`src/verilog/cpuPkg.sv`:
```
package cpuPkg;

  // --------------------------------------------------
  // Micro-op format

  typedef enum logic [4:0] {
    nop     = 5'd0,
    sma     = 5'd1,  // Set memory address source
    srm     = 5'd2,  // Store read memory into register
    smw     = 5'd3,  // Memory write strobe
    z801bop = 5'd4,  // One-operand Z80 op
    seti    = 5'd5,
    ceti    = 5'd6,
    jint    = 5'd7   // Jump to interrupt vector
  } uopCmdT;

  typedef struct packed {
    logic       incPc;
    logic       eof;
    uopCmdT     cmd;
    logic [4:0] operand;
  } uopT;

  // Operand codes
  localparam logic [4:0] opNone = 5'd0;
  localparam logic [4:0] addrPc = 5'd1;
  localparam logic [4:0] addrHl = 5'd2;
  localparam logic [4:0] opDst  = 5'd3;  // Register from opcode bits 5:3
  localparam logic [4:0] opSrc  = 5'd4;  // Register from opcode bits 2:0

  // --------------------------------------------------
  // Sequencer

  typedef enum logic [1:0] {
    afterReset = 2'd0,
    startFlow  = 2'd1,
    runFlow    = 2'd2,
    endFlow    = 2'd3
  } seqStateT;

  localparam int uPcWidth = 6;

  // Flow start addresses in the micro-op store
  localparam logic [uPcWidth-1:0] flowNop     = 6'd0;
  localparam logic [uPcWidth-1:0] flowOneOp   = 6'd1;
  localparam logic [uPcWidth-1:0] flowLdImm   = 6'd2;  // Two micro-ops
  localparam logic [uPcWidth-1:0] flowStoreHl = 6'd4;  // Three micro-ops
  localparam logic [uPcWidth-1:0] flowEi      = 6'd7;
  localparam logic [uPcWidth-1:0] flowDi      = 6'd8;
  localparam logic [uPcWidth-1:0] flowInt     = 6'd9;

endpackage

```
`src/verilog/z80Pkg.sv`:
```
package z80Pkg;

  typedef logic [7:0]  dataT;
  typedef logic [15:0] addrT;

  // Register index in opcode order
  typedef enum logic [2:0] {
    idxB = 3'd0,
    idxC = 3'd1,
    idxD = 3'd2,
    idxE = 3'd3,
    idxH = 3'd4,
    idxL = 3'd5,
    idxA = 3'd7
  } regIdxT;

  localparam logic [2:0] idxMem = 3'd6;  // (HL) operand, not a register

  // Interrupt vectors by line
  localparam addrT intVector0 = 16'h0040;
  localparam addrT intVector1 = 16'h0048;
  localparam addrT intVector2 = 16'h0050;
  localparam addrT intVector3 = 16'h0060;

  // --------------------------------------------------
  // Opcodes and group masks

  localparam dataT opNop         = 8'h00;
  localparam dataT opEi          = 8'hFB;
  localparam dataT opDi          = 8'hF3;
  localparam dataT opLdRr        = 8'h40;  // 01 ddd sss
  localparam dataT opLdRrMask    = 8'hC0;
  localparam dataT opAnd         = 8'hA0;  // 10100 sss
  localparam dataT opXor         = 8'hA8;
  localparam dataT opOr          = 8'hB0;
  localparam dataT opAluMask     = 8'hF8;
  localparam dataT opLdImm       = 8'h06;  // 00 ddd 110
  localparam dataT opLdImmMask   = 8'hC7;
  localparam dataT opStoreHl     = 8'h70;  // 01110 sss
  localparam dataT opStoreHlMask = 8'hF8;

endpackage
```
`src/verilog/dzCpu.sv`:
```
`timescale 1ns/1ps

module dzCpu #(
  parameter z80Pkg::addrT ResetPc = 16'h0100
) (
  input  logic         iClock,
  input  logic         rstN,
  input  z80Pkg::dataT mcuReadData,
  input  logic [3:0]   interruptRequests,
  output z80Pkg::addrT mcuAddr,
  output z80Pkg::dataT mcuWriteData,
  output logic         mcuWe,
  output logic         mcuReadRequest
);

  logic           flowEnable;
  cpuPkg::uopT    uop;
  z80Pkg::dataT   opcode;
  z80Pkg::regIdxT regReadSel;
  z80Pkg::regIdxT regWriteSel;
  logic           regWriteEn;
  z80Pkg::dataT   regWriteData;
  z80Pkg::dataT   regReadData;
  z80Pkg::dataT   regA;
  z80Pkg::addrT   hl;
  z80Pkg::addrT   pc;
  logic           pcInc;
  logic           pcLoad;
  z80Pkg::addrT   pcLoadValue;
  logic           setIntEnable;
  logic           intEnableValue;
  logic           clearPending;
  logic           intTaken;
  z80Pkg::addrT   vector;

  microSequencer seq0 (
    .iClock      (iClock),
    .rstN        (rstN),
    .mcuReadData (mcuReadData),
    .intTaken    (intTaken),
    .flowEnable  (flowEnable),
    .uop         (uop),
    .opcode      (opcode)
  );

  uopExecute exec0 (
    .iClock (iClock), .rstN (rstN), .flowEnable (flowEnable), .uop (uop),
    .opcode (opcode), .mcuReadData (mcuReadData), .regReadData (regReadData),
    .regA (regA), .hl (hl), .pc (pc), .vector (vector),
    .regReadSel (regReadSel), .regWriteEn (regWriteEn), .regWriteSel (regWriteSel),
    .regWriteData (regWriteData), .pcInc (pcInc), .pcLoad (pcLoad),
    .pcLoadValue (pcLoadValue), .mcuAddr (mcuAddr), .mcuWriteData (mcuWriteData),
    .mcuWe (mcuWe), .mcuReadRequest (mcuReadRequest), .setIntEnable (setIntEnable),
    .intEnableValue (intEnableValue), .clearPending (clearPending)
  );

  registerFile #(.ResetPc (ResetPc)) regs0 (
    .iClock (iClock), .rstN (rstN), .regWriteEn (regWriteEn),
    .regWriteSel (regWriteSel), .regWriteData (regWriteData), .regReadSel (regReadSel),
    .pcInc (pcInc), .pcLoad (pcLoad), .pcLoadValue (pcLoadValue),
    .regReadData (regReadData), .regA (regA), .hl (hl), .pc (pc)
  );

  interruptCtrl int0 (
    .iClock (iClock), .rstN (rstN), .interruptRequests (interruptRequests),
    .setIntEnable (setIntEnable), .intEnableValue (intEnableValue),
    .clearPending (clearPending), .intTaken (intTaken), .vector (vector)
  );

endmodule

```
`src/verilog/interruptCtrl.sv`:
```
`timescale 1ns/1ps

module interruptCtrl (
  input  logic         iClock,
  input  logic         rstN,
  input  logic [3:0]   interruptRequests,
  input  logic         setIntEnable,
  input  logic         intEnableValue,
  input  logic         clearPending,
  output logic         intTaken,
  output z80Pkg::addrT vector
);

  logic       intEnable;
  logic [3:0] pending;

  always_ff @(posedge iClock or negedge rstN)
  begin
    if (!rstN)
    begin
      intEnable <= 1'b0;
      pending   <= '0;
    end
    else
    begin
      if (setIntEnable)
        intEnable <= intEnableValue;
      if (clearPending)
        pending <= '0;
      else
        pending <= pending | interruptRequests;  // Sticky until jint
    end
  end

  assign intTaken = intEnable & (|pending);

  // Lowest line number wins
  always_comb
  begin
    if (pending[0])      vector = z80Pkg::intVector0;
    else if (pending[1]) vector = z80Pkg::intVector1;
    else if (pending[2]) vector = z80Pkg::intVector2;
    else if (pending[3]) vector = z80Pkg::intVector3;
    else                 vector = '0;
  end

endmodule

```
`src/verilog/microSequencer.sv`:
```
`timescale 1ns/1ps

module microSequencer (
  input  logic         iClock,
  input  logic         rstN,
  input  z80Pkg::dataT mcuReadData,
  input  logic         intTaken,
  output logic         flowEnable,
  output cpuPkg::uopT  uop,
  output z80Pkg::dataT opcode
);

  cpuPkg::seqStateT                state;
  cpuPkg::seqStateT                nextState;
  logic [cpuPkg::uPcWidth-1:0]     uPc;
  logic [cpuPkg::uPcWidth-1:0]     flowStart;

  microcodeRom rom0 (
    .uAddr     (uPc),
    .opcode    (mcuReadData),  // Fetched byte, address is pc in startFlow
    .flowStart (flowStart),
    .uop       (uop)
  );

  // --------------------------------------------------
  // Flow state machine

  always_comb
  begin
    case (state)
      cpuPkg::afterReset: nextState = cpuPkg::startFlow;
      cpuPkg::startFlow:  nextState = cpuPkg::runFlow;
      cpuPkg::runFlow:    nextState = uop.eof ? cpuPkg::endFlow : cpuPkg::runFlow;
      default:            nextState = cpuPkg::startFlow;
    endcase
  end

  always_ff @(posedge iClock or negedge rstN)
  begin
    if (!rstN)
      state <= cpuPkg::afterReset;
    else
      state <= nextState;
  end

  assign flowEnable = (state == cpuPkg::runFlow);

  // Micro program counter
  always_ff @(posedge iClock or negedge rstN)
  begin
    if (!rstN)
      uPc <= cpuPkg::flowNop;
    else if (state == cpuPkg::startFlow)
      uPc <= intTaken ? cpuPkg::flowInt : flowStart;
    else if (state == cpuPkg::runFlow)
      uPc <= uPc + 1'b1;
  end

  // Opcode held for the whole flow
  always_ff @(posedge iClock or negedge rstN)
  begin
    if (!rstN)
      opcode <= '0;
    else if (state == cpuPkg::startFlow)
      opcode <= mcuReadData;
  end

endmodule

```
`src/verilog/microcodeRom.sv`:
```
`timescale 1ns/1ps

module microcodeRom (
  input  logic [cpuPkg::uPcWidth-1:0] uAddr,
  input  z80Pkg::dataT                opcode,
  output logic [cpuPkg::uPcWidth-1:0] flowStart,
  output cpuPkg::uopT                 uop
);

  function automatic cpuPkg::uopT mkUop(
    input logic           inc,
    input logic           last,
    input cpuPkg::uopCmdT command,
    input logic [4:0]     opnd
  );
    return '{incPc: inc, eof: last, cmd: command, operand: opnd};
  endfunction

  // --------------------------------------------------
  // Micro-op store

  always_comb
  begin
    case (uAddr)
      cpuPkg::flowNop:
        uop = mkUop(1'b1, 1'b1, cpuPkg::nop, cpuPkg::opNone);
      cpuPkg::flowOneOp:
        uop = mkUop(1'b1, 1'b1, cpuPkg::z801bop, cpuPkg::opSrc);
      cpuPkg::flowLdImm:
        uop = mkUop(1'b1, 1'b0, cpuPkg::nop, cpuPkg::opNone);    // Step onto n
      cpuPkg::flowLdImm + 6'd1:
        uop = mkUop(1'b1, 1'b1, cpuPkg::srm, cpuPkg::opDst);
      cpuPkg::flowStoreHl:
        uop = mkUop(1'b0, 1'b0, cpuPkg::sma, cpuPkg::addrHl);
      cpuPkg::flowStoreHl + 6'd1:
        uop = mkUop(1'b0, 1'b0, cpuPkg::smw, cpuPkg::opSrc);
      cpuPkg::flowStoreHl + 6'd2:
        uop = mkUop(1'b1, 1'b1, cpuPkg::sma, cpuPkg::addrPc);  // Back to fetch
      cpuPkg::flowEi:
        uop = mkUop(1'b1, 1'b1, cpuPkg::seti, cpuPkg::opNone);
      cpuPkg::flowDi:
        uop = mkUop(1'b1, 1'b1, cpuPkg::ceti, cpuPkg::opNone);
      cpuPkg::flowInt:
        uop = mkUop(1'b0, 1'b1, cpuPkg::jint, cpuPkg::opNone);
      default:
        uop = mkUop(1'b0, 1'b1, cpuPkg::nop, cpuPkg::opNone);
    endcase
  end

  // --------------------------------------------------
  // Opcode to flow lookup

  always_comb
  begin
    flowStart = cpuPkg::flowNop;
    if (opcode == z80Pkg::opNop)
      flowStart = cpuPkg::flowNop;
    else if ((opcode & z80Pkg::opStoreHlMask) == z80Pkg::opStoreHl &&
             opcode[2:0] != z80Pkg::idxMem)
      flowStart = cpuPkg::flowStoreHl;  // Must win over LD r,r'
    else if ((opcode & z80Pkg::opLdRrMask) == z80Pkg::opLdRr &&
             opcode[5:3] != z80Pkg::idxMem && opcode[2:0] != z80Pkg::idxMem)
      flowStart = cpuPkg::flowOneOp;
    else if ((opcode & z80Pkg::opAluMask) inside {z80Pkg::opAnd, z80Pkg::opXor, z80Pkg::opOr} &&
             opcode[2:0] != z80Pkg::idxMem)
      flowStart = cpuPkg::flowOneOp;
    else if ((opcode & z80Pkg::opLdImmMask) == z80Pkg::opLdImm &&
             opcode[5:3] != z80Pkg::idxMem)
      flowStart = cpuPkg::flowLdImm;
    else if (opcode == z80Pkg::opEi)
      flowStart = cpuPkg::flowEi;
    else if (opcode == z80Pkg::opDi)
      flowStart = cpuPkg::flowDi;
  end

endmodule

```
`src/verilog/registerFile.sv`:
```
`timescale 1ns/1ps

module registerFile #(
  parameter z80Pkg::addrT ResetPc = 16'h0100
) (
  input  logic           iClock,
  input  logic           rstN,
  input  logic           regWriteEn,
  input  z80Pkg::regIdxT regWriteSel,
  input  z80Pkg::dataT   regWriteData,
  input  z80Pkg::regIdxT regReadSel,
  input  logic           pcInc,
  input  logic           pcLoad,
  input  z80Pkg::addrT   pcLoadValue,
  output z80Pkg::dataT   regReadData,
  output z80Pkg::dataT   regA,
  output z80Pkg::addrT   hl,
  output z80Pkg::addrT   pc
);

  // Indexed as in the opcode, slot 6 stays idle
  z80Pkg::dataT regs [8];

  always_ff @(posedge iClock or negedge rstN)
  begin
    if (!rstN)
      regs <= '{default: '0};
    else if (regWriteEn)
      regs[regWriteSel] <= regWriteData;
  end

  // --------------------------------------------------
  // Program counter

  always_ff @(posedge iClock or negedge rstN)
  begin
    if (!rstN)
      pc <= ResetPc;
    else if (pcLoad)
      pc <= pcLoadValue;  // Jump wins over increment
    else if (pcInc)
      pc <= pc + 16'd1;
  end

  assign regReadData = regs[regReadSel];
  assign regA        = regs[z80Pkg::idxA];
  assign hl          = {regs[z80Pkg::idxH], regs[z80Pkg::idxL]};

endmodule

```
`src/verilog/uopExecute.sv`:
```
`timescale 1ns/1ps

module uopExecute (
  input  logic           iClock,
  input  logic           rstN,
  input  logic           flowEnable,
  input  cpuPkg::uopT    uop,
  input  z80Pkg::dataT   opcode,
  input  z80Pkg::dataT   mcuReadData,
  input  z80Pkg::dataT   regReadData,
  input  z80Pkg::dataT   regA,
  input  z80Pkg::addrT   hl,
  input  z80Pkg::addrT   pc,
  input  z80Pkg::addrT   vector,
  output z80Pkg::regIdxT regReadSel,
  output logic           regWriteEn,
  output z80Pkg::regIdxT regWriteSel,
  output z80Pkg::dataT   regWriteData,
  output logic           pcInc,
  output logic           pcLoad,
  output z80Pkg::addrT   pcLoadValue,
  output z80Pkg::addrT   mcuAddr,
  output z80Pkg::dataT   mcuWriteData,
  output logic           mcuWe,
  output logic           mcuReadRequest,
  output logic           setIntEnable,
  output logic           intEnableValue,
  output logic           clearPending
);

  z80Pkg::regIdxT operandReg;
  z80Pkg::dataT   aluResult;
  logic           isLdRr;
  logic           addrSelHl;
  logic           readReqQ;

  // Register named by the micro-op operand
  assign operandReg = (uop.operand == cpuPkg::opDst) ? z80Pkg::regIdxT'(opcode[5:3])
                                                     : z80Pkg::regIdxT'(opcode[2:0]);
  assign isLdRr     = (opcode & z80Pkg::opLdRrMask) == z80Pkg::opLdRr;

  // --------------------------------------------------
  // Operand ALU

  always_comb
  begin
    case (opcode & z80Pkg::opAluMask)
      z80Pkg::opAnd: aluResult = regA & regReadData;
      z80Pkg::opXor: aluResult = regA ^ regReadData;
      z80Pkg::opOr:  aluResult = regA | regReadData;
      default:       aluResult = regReadData;  // LD r,r'
    endcase
  end

  // --------------------------------------------------
  // Command decode

  always_comb
  begin
    regWriteEn     = 1'b0;
    regWriteSel    = operandReg;
    regWriteData   = mcuReadData;
    pcLoad         = 1'b0;
    mcuWe          = 1'b0;
    setIntEnable   = 1'b0;
    intEnableValue = 1'b0;
    clearPending   = 1'b0;
    if (flowEnable)
    begin
      case (uop.cmd)
        cpuPkg::srm:
          regWriteEn = 1'b1;
        cpuPkg::smw:
          mcuWe = 1'b1;
        cpuPkg::z801bop:
        begin
          regWriteEn   = 1'b1;
          regWriteSel  = isLdRr ? z80Pkg::regIdxT'(opcode[5:3]) : z80Pkg::idxA;
          regWriteData = aluResult;
        end
        cpuPkg::seti:
        begin
          setIntEnable   = 1'b1;
          intEnableValue = 1'b1;
        end
        cpuPkg::ceti:
          setIntEnable = 1'b1;
        cpuPkg::jint:
        begin
          pcLoad       = 1'b1;
          clearPending = 1'b1;
        end
        default: ;
      endcase
    end
  end

  assign regReadSel   = operandReg;
  assign pcInc        = flowEnable & uop.incPc;
  assign pcLoadValue  = vector;
  assign mcuWriteData = regReadData;
  assign mcuAddr      = addrSelHl ? hl : pc;

  // Address source and read request
  always_ff @(posedge iClock or negedge rstN)
  begin
    if (!rstN)
    begin
      addrSelHl <= 1'b0;
      readReqQ  <= 1'b0;
    end
    else
    begin
      readReqQ <= 1'b0;
      if (flowEnable && uop.cmd == cpuPkg::sma)
      begin
        addrSelHl <= (uop.operand == cpuPkg::addrHl);
        readReqQ  <= (uop.operand == cpuPkg::addrPc);  // HL is only used to store
      end
    end
  end

  assign mcuReadRequest = readReqQ;

endmodule

```
`config.mk`:
```
export PLATFORM = sky130hd
export DESIGN_NAME = dzCpu
export DESIGN_NICKNAME = d
export VERILOG_FILES = /design/src/verilog/cpuPkg.sv /design/src/verilog/z80Pkg.sv /design/src/verilog/dzCpu.sv /design/src/verilog/interruptCtrl.sv /design/src/verilog/microSequencer.sv /design/src/verilog/microcodeRom.sv /design/src/verilog/registerFile.sv /design/src/verilog/uopExecute.sv
export SDC_FILE = /design/constraint.sdc
export NUM_CORES = 1
export LEC_CHECK = 0
export BUFFER_PORTS_ARGS = -buffer_cell sky130_fd_sc_hd__buf_4
export CORE_ASPECT_RATIO = 1.2
export CORE_MARGIN = 8
export CORE_UTILIZATION = 50
export CTS_CLUSTER_DIAMETER = 150
export DETAILED_ROUTE_END_ITERATION = 8
export HOLD_SLACK_MARGIN = 0.06
export PLACE_DENSITY = 0.73
export RECOVER_POWER = 25
export SLEW_MARGIN = 20
export SYNTH_ARGS = -nofsm -noshare
export SYNTH_HDL_FRONTEND = slang
export SYNTH_HIERARCHICAL = 1
export SYNTH_SLANG_ARGS = --single-unit
export TNS_END_PERCENT = 10
```
`constraint.sdc`:
```
create_clock -name iClock -period 3.8 [get_ports iClock]
set_input_delay 0.19 -clock iClock [delete_from_list [all_inputs] [get_ports iClock]]
set_output_delay 0.19 -clock iClock [all_outputs]
set_load 0.02 [all_outputs]
```
==> summary.md <==
| Metric | Value |
|---|---|
| First-pass detailed-route iteration total | `5` |
| Worst R2R Start | `seq0/uPc[1]` |
| Hold path cells | `2` |
| Top-area cell type share of the netlist area | `between 30 and 40%` |
| Total wire length | `16.0 mm` |
| Top-count cell post-synth | `dfrtp_1` |
| Max Slew Vio Count | `roughly 80` |
| Most used DFF post-synth | `dfrtp_1` |
| Core Box Area | `between 10,000 and 15,000 um^2` |
| Root buf cell | `clkbuf_16` |
| Final Wtd Congestion | `approximately 0.83` |
| Largest net degree at the start of global routing | `82` |
| Worst setup margin | `-55.9 ps` |
| # port buffers | `39` |
| Detailed router's first-iteration violation count | `326` |
| Setup violators final | `37` |
| Reg-to-reg endpoint | `regs0/hl[0]` |
| First-pass GRT wire length | `between 20 and 25 mm` |
| Crit path launch type | `register` |
| Crit path DAT | `around 4100 ps` |
| Final Hold Viols | `0` |
| Clock Tree Buf Depth | `2` |
| Die area | `~18,000 um^2` |
| CP startpoint | `seq0/uPc[1]` |
| Violated checks | `capacitance limit, slew limit, setup timing` |
| WL per Instance | `20.0 um` |
| Required time of the critical path | `about 4000 ps` |
| DRC Markers | `0` |
| Synth Area per Inst | `about 11 um^2` |
| Kind of critical path | `register to register` |
| Synth cell count leaders | `dfrtp_1 (102), mux2_2 (101), buf_4 (68), nand2_1 (40), o21ai_0 (29)` |
| CP endpoint kind | `register` |
| #FFs+latches synth | `~100` |
| Max-Cap Viols | `1` |
| Vias in the first global route | `roughly 4,700` |
| CTS tree | `done` |
| CTS Buf Count | `9` |
| Pre-CTS WS | `-164 ps` |
| YS warnings | `6` |
| Antenna Cells | `0` |
| Cell taking the most area after synthesis | `dfrtp_1` |
| Sequential-to-total area share from yosys stat | `38.0%` |
| Rows | `46` |
| Fmax | `between 200 and 300 MHz` |
| Post-synth ARST share | `100%` |
| Hold EP | `int0/pending[0]` |
| Max_slew headroom | `-35.7%` |
| Post-synth EDFFs | `0` |
| Initial antenna violation count | `0` |
| Filler Cells Inserted | `approximately 1,100` |
| Total number of vias | `about 4,600` |
| Synth top area cells | `dfrtp_1 (38%), mux2_2 (17%), buf_4 (7.5%)` |
| All-Layer GR Usage | `between 15 and 20%` |
| Clock Skew | `about 12 ps` |
| Die Ht | `144 um` |
| Initial Util | `roughly half` |
| HP Class | `primary input to register` |
| Max VDD drop | `0.276 mV` |
| Crit path max fanout | `8` |
| RSZ-0062 raised after global routing | `true` |
| Clk Latency, worst-skew pair | `between 300 and 400 ps` |
| Clock slew at reported path FFs | `~70 ps` |
| R2R Setup Slk | `-60 ps` |
| Remaining antenna violation count | `0` |
| Status | `complete, but fails checks` |
| Clk sinks | `~100` |
| Post-detail-place hpwl | `between 10 and 15 mm` |
| Worst slew pin tran | `just over 2000 ps` |
| Cells after synthesis | `between 600 and 700` |
| Tmin final | `~3900 ps` |
| Top-Level Pins | `40` |
| Power per cell area | `approximately 570 nW/um^2` |
| Grt ovf | `0` |
| H-tree depth | `3` |
| Yosys cell types | `66` |
| Period Utilization, post-route | `101%` |
| Nets | `663` |
| Worst R2R Path Depth | `16` |
| Hold_sp | `interruptRequests[0]` |
| Synthesized area | `around 6800 um^2` |
| Area grow syn2layout | `13.1%` |
| Via/cell ratio | `around 5.7` |
| Pleak | `3.45 nW` |
| Die width | `between 100 and 150 um` |
| Hold Slack | `approximately 73 ps` |
| Final Util | `between 50 and 60%` |
| Share of cells above drive strength 1 | `roughly two fifths` |
-- cell families after synthesis --
kind of cell    after synthesis  share of synthesized area, %
mux                         134                          25.4
simple gates                146                          12.9
xor+xnor                     13                          1.68
fa+ha+maj                    20                          3.68
flops                       103                          38.0
buf+inv                     120                          11.3
compound gates               71                          7.02
other cells                   2                         0.111
-- worst max-delay path by stage --
stage | slack, ps | end | depth (start not counted)
CTS | 3 | regs0/regs[45] | 15
floorplan | -40 | regs0/regs[47] | 17
detailed placement | -160 | regs0/regs[63] | 15
global placement | -70 | regs0/regs[47] | 15
global route | -190 | regs0/regs[50] | 17
finish | -60 | regs0/hl[0] | 16
-- routing by layer --
layer  share of wire [%]  vias to the layer above  GRT usage, %
met4                 1.9                        0          5.85
li1                    -                     2132             -
met2                  52                      113          30.7
met5                   0                        -             0
met1                  42                     2320          22.8
met3                 4.0                       23          2.75
-- registers in the layout, summed over array words and instances (netlist names), 2 cells and up --
name	flops
int0/pending	4
regs0/regA	8
regs0/hl	16
seq0/state	2
seq0/uPc	6
regs0/pc	16
regs0/regs	40
seq0/opcode	8
-- worst max-delay path, cell delays in order, from the launching register on --
cell and delay, ps:
dfrtp_1 420, nand2b_1 210, mux2i_1 200, and2_4 200, nand3_4 100, o21ai_4 210
buf_12 140, buf_12 130, mux4_2 500, mux2_4 310, inv_1 60, ha_1 220
mux2i_1 190, nor3_2 70, o32ai_2 280, o21ai_2 180, mux2_4 310
-- power breakdown --
part / switching, mW / internal, mW
clock network: 0.426 / 0.586
logic: 1.01 / 0.895
registers: 0.204 / 1.30
total: 1.64 / 2.78
-- placed cells by master (no fill, tap or decap), types with 12 or more instances in the layout --
cell type,n
buf_4,78
o21ai_0,20
mux2_4,20
conb_1,18
inv_1,21
nand3_1,12
mux2_2,82
ha_1,17
dfrtp_1,102
nand2_1,39
nor3_1,12
nor2_1,18
mux2i_1,14
-- layout make-up --
cell class	count	area [um^2]	share of cell area, %
Clock buffer	9	225	2.93
Clock inverter	7	103	1.34
Inverter	25	101	1.32
Multi-Input combinational cell	402	3760	48.9
Sequential cell	103	2580	33.6
Tap cell	168	210	2.74
Timing Repair Buffer	88	706	9.19
-- per-stage QoR --
step	TNS, ps	total power [mW]	cell area, um^2	std cells
after floorplan	-296	2.75	6850	625
after global placement	-530	3.11	6950	771
after detailed placement	-2210	3.17	6950	771
after CTS	0	4.20	7330	790
after global routing	-8700	4.67	7680	802
final	-1040	4.41	7680	802
-- what timing repair did --
| item | 4_1_cts | 5_1_grt |
|---|---|---|
| hold buffers | 3 | 1 |
| gates cloned | 0 | 0 |
| buffers inserted | 0 | 12 |
| resized for setup | 6 | 65 |
| setup endpoints to repair | 61 | 64 |
| endpoints found under the hold margin | 3 | 79 |
| pin swaps | 0 | 21 |
Power figures use the tool's default switching activity.
